===== src/source/region_pkg.sv =====
/*
 * Shared widths, address window and types for the data region.
 * Imported by the RTL and the testbench.
 */

package region_pkg;

  // bus widths
  localparam int ADDR_W     = 32;
  localparam int DATA_W     = 32;
  localparam int BE_W       = DATA_W / 8;
  localparam int BYTE_OFS_W = 2;

  // 32 KiB data RAM, byte addressed
  localparam int RAM_ADDR_W = 15;

  // upper address bits that pick the local RAM window
  localparam int REGION_MSB_W = 12;
  localparam logic [REGION_MSB_W-1:0] LOCAL_REGION = 12'h001;

  typedef logic [ADDR_W-1:0]     addr_t;
  typedef logic [DATA_W-1:0]     data_t;
  typedef logic [BE_W-1:0]       be_t;
  typedef logic [RAM_ADDR_W-1:0] ram_addr_t;

  // where the next core response comes from
  typedef enum logic {
    RESP_EXT = 1'b0,
    RESP_RAM = 1'b1
  } resp_src_e;

endpackage


===== src/source/mem_port_if.sv =====
/*
 * Request/grant/valid memory port between blocks of the data region.
 * A requester holds its fields until granted; every accepted request gets one rvalid.
 */

`timescale 1ns/10ps

interface mem_port_if import region_pkg::*; ();

  // request side
  logic  req;
  addr_t addr;
  logic  we;
  be_t   be;
  data_t wdata;

  // response side
  logic  gnt;
  logic  rvalid;
  data_t rdata;

  modport requester (
    output req,
    output addr,
    output we,
    output be,
    output wdata,
    input  gnt,
    input  rvalid,
    input  rdata
  );

  modport responder (
    input  req,
    input  addr,
    input  we,
    input  be,
    input  wdata,
    output gnt,
    output rvalid,
    output rdata
  );

endinterface


===== src/source/data_region.sv =====
/*
 * Data region top: core load/store port, external bus port, slave port and RAM port.
 * Local window requests go to the data RAM, everything else to the external bus.
 */

`timescale 1ns/10ps

module data_region import region_pkg::*; (
  input  logic      clk,
  input  logic      rst_n,

  // core load/store port
  input  logic      lsu_req_i,
  input  addr_t     lsu_addr_i,
  input  logic      lsu_we_i,
  input  be_t       lsu_be_i,
  input  data_t     lsu_wdata_i,
  output logic      lsu_gnt_o,
  output logic      lsu_rvalid_o,
  output data_t     lsu_rdata_o,

  // external bus port
  output logic      ext_req_o,
  output addr_t     ext_addr_o,
  output logic      ext_we_o,
  output be_t       ext_be_o,
  output data_t     ext_wdata_o,
  input  logic      ext_gnt_i,
  input  logic      ext_rvalid_i,
  input  data_t     ext_rdata_i,

  // bus slave port into the data RAM
  input  logic      slv_req_i,
  input  ram_addr_t slv_addr_i,
  input  logic      slv_we_i,
  input  be_t       slv_be_i,
  input  data_t     slv_wdata_i,
  output data_t     slv_rdata_o,

  // data RAM
  output logic      ram_en_o,
  output ram_addr_t ram_addr_o,
  output logic      ram_we_o,
  output be_t       ram_be_o,
  output data_t     ram_wdata_o,
  input  data_t     ram_rdata_i
);

  mem_port_if lsu_port ();
  mem_port_if ext_port ();
  mem_port_if local_port ();

  // core side
  assign lsu_port.req   = lsu_req_i;
  assign lsu_port.addr  = lsu_addr_i;
  assign lsu_port.we    = lsu_we_i;
  assign lsu_port.be    = lsu_be_i;
  assign lsu_port.wdata = lsu_wdata_i;
  assign lsu_gnt_o      = lsu_port.gnt;
  assign lsu_rvalid_o   = lsu_port.rvalid;
  assign lsu_rdata_o    = lsu_port.rdata;

  // external side
  assign ext_req_o       = ext_port.req;
  assign ext_addr_o      = ext_port.addr;
  assign ext_we_o        = ext_port.we;
  assign ext_be_o        = ext_port.be;
  assign ext_wdata_o     = ext_port.wdata;
  assign ext_port.gnt    = ext_gnt_i;
  assign ext_port.rvalid = ext_rvalid_i;
  assign ext_port.rdata  = ext_rdata_i;

  lsu_addr_demux u_lsu_addr_demux (
    .clk       (clk),
    .rst_n     (rst_n),
    .lsu       (lsu_port),
    .local_mem (local_port),
    .ext       (ext_port)
  );

  ram_port_mux u_ram_port_mux (
    .clk         (clk),
    .rst_n       (rst_n),
    .slv_req_i   (slv_req_i),
    .slv_addr_i  (slv_addr_i),
    .slv_we_i    (slv_we_i),
    .slv_be_i    (slv_be_i),
    .slv_wdata_i (slv_wdata_i),
    .slv_rdata_o (slv_rdata_o),
    .core        (local_port),
    .ram_en_o    (ram_en_o),
    .ram_addr_o  (ram_addr_o),
    .ram_we_o    (ram_we_o),
    .ram_be_o    (ram_be_o),
    .ram_wdata_o (ram_wdata_o),
    .ram_rdata_i (ram_rdata_i)
  );

endmodule


===== src/source/lsu_addr_demux.sv =====
/*
 * Splits core load/store requests between the local data RAM and the external bus.
 * Grant is combinational; a one-bit register steers the response back.
 */

`timescale 1ns/10ps

module lsu_addr_demux import region_pkg::*; (
  input logic clk,
  input logic rst_n,

  mem_port_if.responder lsu,
  mem_port_if.requester local_mem,
  mem_port_if.requester ext
);

  logic      is_local;
  resp_src_e resp_src_q;
  resp_src_e resp_src_d;

  // decode the upper address bits
  assign is_local = (lsu.addr[ADDR_W-1 -: REGION_MSB_W] == LOCAL_REGION);

  // exactly one side sees the request
  assign local_mem.req = lsu.req & is_local;
  assign ext.req       = lsu.req & ~is_local;

  // fields go to both sides unchanged
  assign local_mem.addr  = lsu.addr;
  assign local_mem.we    = lsu.we;
  assign local_mem.be    = lsu.be;
  assign local_mem.wdata = lsu.wdata;

  assign ext.addr  = lsu.addr;
  assign ext.we    = lsu.we;
  assign ext.be    = lsu.be;
  assign ext.wdata = lsu.wdata;

  // grant from the selected side, remember the target for the response
  always_comb begin
    resp_src_d = resp_src_q;
    lsu.gnt    = 1'b0;

    if (ext.req) begin
      lsu.gnt    = ext.gnt;
      resp_src_d = RESP_EXT;
    end else if (local_mem.req) begin
      lsu.gnt    = local_mem.gnt;
      resp_src_d = RESP_RAM;
    end
  end

  always_ff @(posedge clk or negedge rst_n) begin
    if (!rst_n) begin
      resp_src_q <= RESP_RAM;
    end else begin
      resp_src_q <= resp_src_d;
    end
  end

  // response path back to the core
  assign lsu.rdata  = (resp_src_q == RESP_EXT) ? ext.rdata : local_mem.rdata;
  // only one access is in flight, so the valids never overlap
  assign lsu.rvalid = ext.rvalid | local_mem.rvalid;

endmodule


===== src/source/ram_port_mux.sv =====
/*
 * Puts the bus slave port and the core port onto the single-port data RAM.
 * The slave has fixed priority; core read data returns one cycle after grant.
 */

`timescale 1ns/10ps

module ram_port_mux import region_pkg::*; (
  input  logic      clk,
  input  logic      rst_n,

  // bus-side slave port, strobe only
  input  logic      slv_req_i,
  input  ram_addr_t slv_addr_i,
  input  logic      slv_we_i,
  input  be_t       slv_be_i,
  input  data_t     slv_wdata_i,
  output data_t     slv_rdata_o,

  mem_port_if.responder core,

  // single-port RAM
  output logic      ram_en_o,
  output ram_addr_t ram_addr_o,
  output logic      ram_we_o,
  output be_t       ram_be_o,
  output data_t     ram_wdata_o,
  input  data_t     ram_rdata_i
);

  ram_addr_t slv_addr_word;
  ram_addr_t core_addr;
  logic      core_rvalid_q;

  // slave addresses are word aligned
  assign slv_addr_word = {slv_addr_i[RAM_ADDR_W-1:BYTE_OFS_W], {BYTE_OFS_W{1'b0}}};

  // core sees only the RAM window offset
  assign core_addr = core.addr[RAM_ADDR_W-1:0];

  // core waits while the slave is active
  assign core.gnt = core.req & ~slv_req_i;

  assign ram_en_o = slv_req_i | core.req;

  always_comb begin
    if (slv_req_i) begin
      ram_addr_o  = slv_addr_word;
      ram_we_o    = slv_we_i;
      ram_be_o    = slv_be_i;
      ram_wdata_o = slv_wdata_i;
    end else begin
      ram_addr_o  = core_addr;
      ram_we_o    = core.we;
      ram_be_o    = core.be;
      ram_wdata_o = core.wdata;
    end
  end

  // RAM answers one cycle after enable
  always_ff @(posedge clk or negedge rst_n) begin
    if (!rst_n) begin
      core_rvalid_q <= 1'b0;
    end else begin
      core_rvalid_q <= core.gnt;
    end
  end

  assign core.rvalid = core_rvalid_q;

  // read word goes to both ports and each side knows when it is theirs
  assign core.rdata  = ram_rdata_i;
  assign slv_rdata_o = ram_rdata_i;

endmodule


===== config.mk =====
export PLATFORM = sky130hd
export DESIGN_NAME = data_region
export DESIGN_NICKNAME = d
export VERILOG_FILES = /design/src/source/region_pkg.sv /design/src/source/mem_port_if.sv /design/src/source/data_region.sv /design/src/source/lsu_addr_demux.sv /design/src/source/ram_port_mux.sv
export SDC_FILE = /design/constraint.sdc
export NUM_CORES = 1
export LEC_CHECK = 0
export ABC_AREA = 1
export ABC_CLOCK_PERIOD_IN_PS = 4100
export BUFFER_PORTS_ARGS = -buffer_cell sky130_fd_sc_hd__buf_2
export CORE_AREA = 2 2 149 151
export DETAILED_ROUTE_END_ITERATION = 12
export DIE_AREA = 0 0 151 153
export GPL_TIMING_DRIVEN = 0
export MAX_ROUTING_LAYER = met4
export PLACE_DENSITY = 0.37
export SKIP_CTS_REPAIR_TIMING = 1
export SLEW_MARGIN = 20
export SYNTH_ARGS = -nofsm -noshare
export SYNTH_HDL_FRONTEND = slang
export SYNTH_HIERARCHICAL = 1
export SYNTH_SLANG_ARGS = --single-unit

===== constraint.sdc =====
create_clock -name clk -period 4.1 [get_ports clk]
set_input_delay 0.82 -clock clk [delete_from_list [all_inputs] [get_ports clk]]
set_output_delay 0.82 -clock clk [all_outputs]
set_load 0.005 [all_outputs]

==> run summary <==
outcome: complete, no violations
count of TritonRoute iterations in the first routing pass: 4
total global routing track utilization: 0.0999
pre-CTS setup slack: 1.31 ns
met2 Track Usage GR: 0.213
VDD IR-drop max: 0.0000725 V
fraction of layout cells with a size suffix above 1: 0.734
Worst Setup Start Kind: input port
critical path arrival: 2.01 ns
WS Path Type: in2out
Port-buffer cells: 287
max_cap viols: 0
post-route ant nets: 0
Period minus WS final: 2.83 ns
Avg WL per Cell: 12.8 µm
GR Layer Usage met3: 0.0161
Final Cycle Share: 0.691
crit end category: output pin
P&R area growth vs syn: 66.3%
area of the mapped netlist: 2810 µm²
Avg Inst Size Synth: 6.64 µm²
number of diodes: 0
H-tree depth reported by CTS: 1
clk slew on worst S/H paths: 0.03 ns
Final Cell Area: 4680 µm²
TritonCTS buffer count: 3
syn_nets: 615
first-pass GRT wire length: 17200 µm
post-route setup slack: 1.27 ns
met1 Resource Use GR: 0.0931
Hold Path Class: in2async
Pwr per Cell Area: 124 nW/µm²
row cnt: 54
WL final: 12700 µm
RSZ-0062 raised after global routing: no
Initial Utilization: 0.131
Top Ports: 380
Max Root-Sink Buffers: 2
total gr overflow: 0
full die area: 23100 µm²
vias in the first global route: 3189
Worst Tran Pin Value: 0.210 ns
largest net degree at the start of global routing: 11
Via Count: 3248
worst-skew pair later-pin latency: 0.22 ns
initial drt markers: 38
worst path required time: 3.28 ns
cells after synthesis: 424
TritonCTS clock tree: built
Clock Skews: 0 ns
Ys Warns: 6
Final Hold Slack: 0.377 ns
Final Hold Viols: 0
Final setup viols: 0
setup TNS: 0 ns
Final Core Density: 0.218
fmax: 353 MHz
Pleak: 2.95 nW
Worst slew margin: 0.859
Slew Limit Fails: 0
root buf cell: clkbuf_16
initial antenna violation count: 0
grt peak-use layer: met2
DP HPWL: 11600 µm
Core ar.: 21500 µm²
Vias/cell: 3.26
Critical Path Fanout Max: 3
Placed Instance Area: 4600 µm²
die width: 151 µm
nets: 907
detailed-route DRC error count: 0
clk sink count: 2
placer congestion estimate: 0.748
die height: 153 µm
Filler cells: 2483
==> worst paths after layout <==
kind                                                          from  slack (ns)  cells past startpoint                                       to
max                                                 lsu_addr_i[26]        1.27                     11                                lsu_gnt_o
min                                                          rst_n        0.38                      1     u_ram_port_mux/core.rvalid$_DFF_PN0_
max reg2reg                u_lsu_addr_demux/resp_src_q$_DFFE_PN1P_        3.08                      4  u_lsu_addr_demux/resp_src_q$_DFFE_PN1P_
min reg2reg                u_lsu_addr_demux/resp_src_q$_DFFE_PN1P_        0.79                      4  u_lsu_addr_demux/resp_src_q$_DFFE_PN1P_
max in group asynchronous                                    rst_n        3.53                      1  u_lsu_addr_demux/resp_src_q$_DFFE_PN1P_
min in group clk           u_lsu_addr_demux/resp_src_q$_DFFE_PN1P_        0.79                      4  u_lsu_addr_demux/resp_src_q$_DFFE_PN1P_
==> through the flow <==
step | std cells | total power [mW]
global placement | 991 | 0.439
floorplan | 424 | 0.253
CTS | 995 | 0.595
detailed placement | 991 | 0.438
global route | 995 | 0.629
finish | 995 | 0.579
==> cell type report <==
class,count,area [µm²],area share
clock buffers,4,78.8,0.0168
multi-input cells,208,1140,0.244
plain buffers,200,1570,0.334
flip-flops and latches,2,51.3,0.0110
well taps,280,350,0.0749
repair buffers,287,1440,0.307
inverters,14,57.6,0.0123
==> sequential cells by signal (all words and copies together), names as in the netlist <==
register,flops
u_lsu_addr_demux/resp_src_q,1
u_ram_port_mux/core.rvalid,1
==> power by group <==
part           leakage (nW)  switching (mW)  total (mW)  internal [mW]
Clock                0.0382          0.0232       0.151          0.128
Sequential           0.0243      0.00000172      0.0199         0.0199
Combinational          2.89           0.148       0.408          0.261
Total                  2.95           0.171       0.579          0.409
==> critical path: stages <==
cell     delay (ns)
buf_2          0.10
inv_1          0.04
nand2_1        0.04
nor2_1         0.19
nand3_1        0.16
nor2_1         0.11
inv_1          0.06
nor2_1         0.18
nand4_1        0.12
nand2_1        0.08
buf_2          0.11
==> cells in the final DEF (no fill, tap or decap), types with 2 or more instances in the layout <==
master / n
buf_2: 287
buf_4: 190
nand2_1: 159
mux2_4: 29
inv_1: 13
nor2_1: 11
buf_6: 7
clkbuf_16: 3
buf_12: 3
mux2_2: 3
nand3_1: 2
==> metal layers <==
metal  up-vias  wire (µm)
li1       1680          -
met4         0         19
met1      1330       4190
met2       236       7080
met5         -          0
met3         2       1430
(Power assumes the default switching activity.)
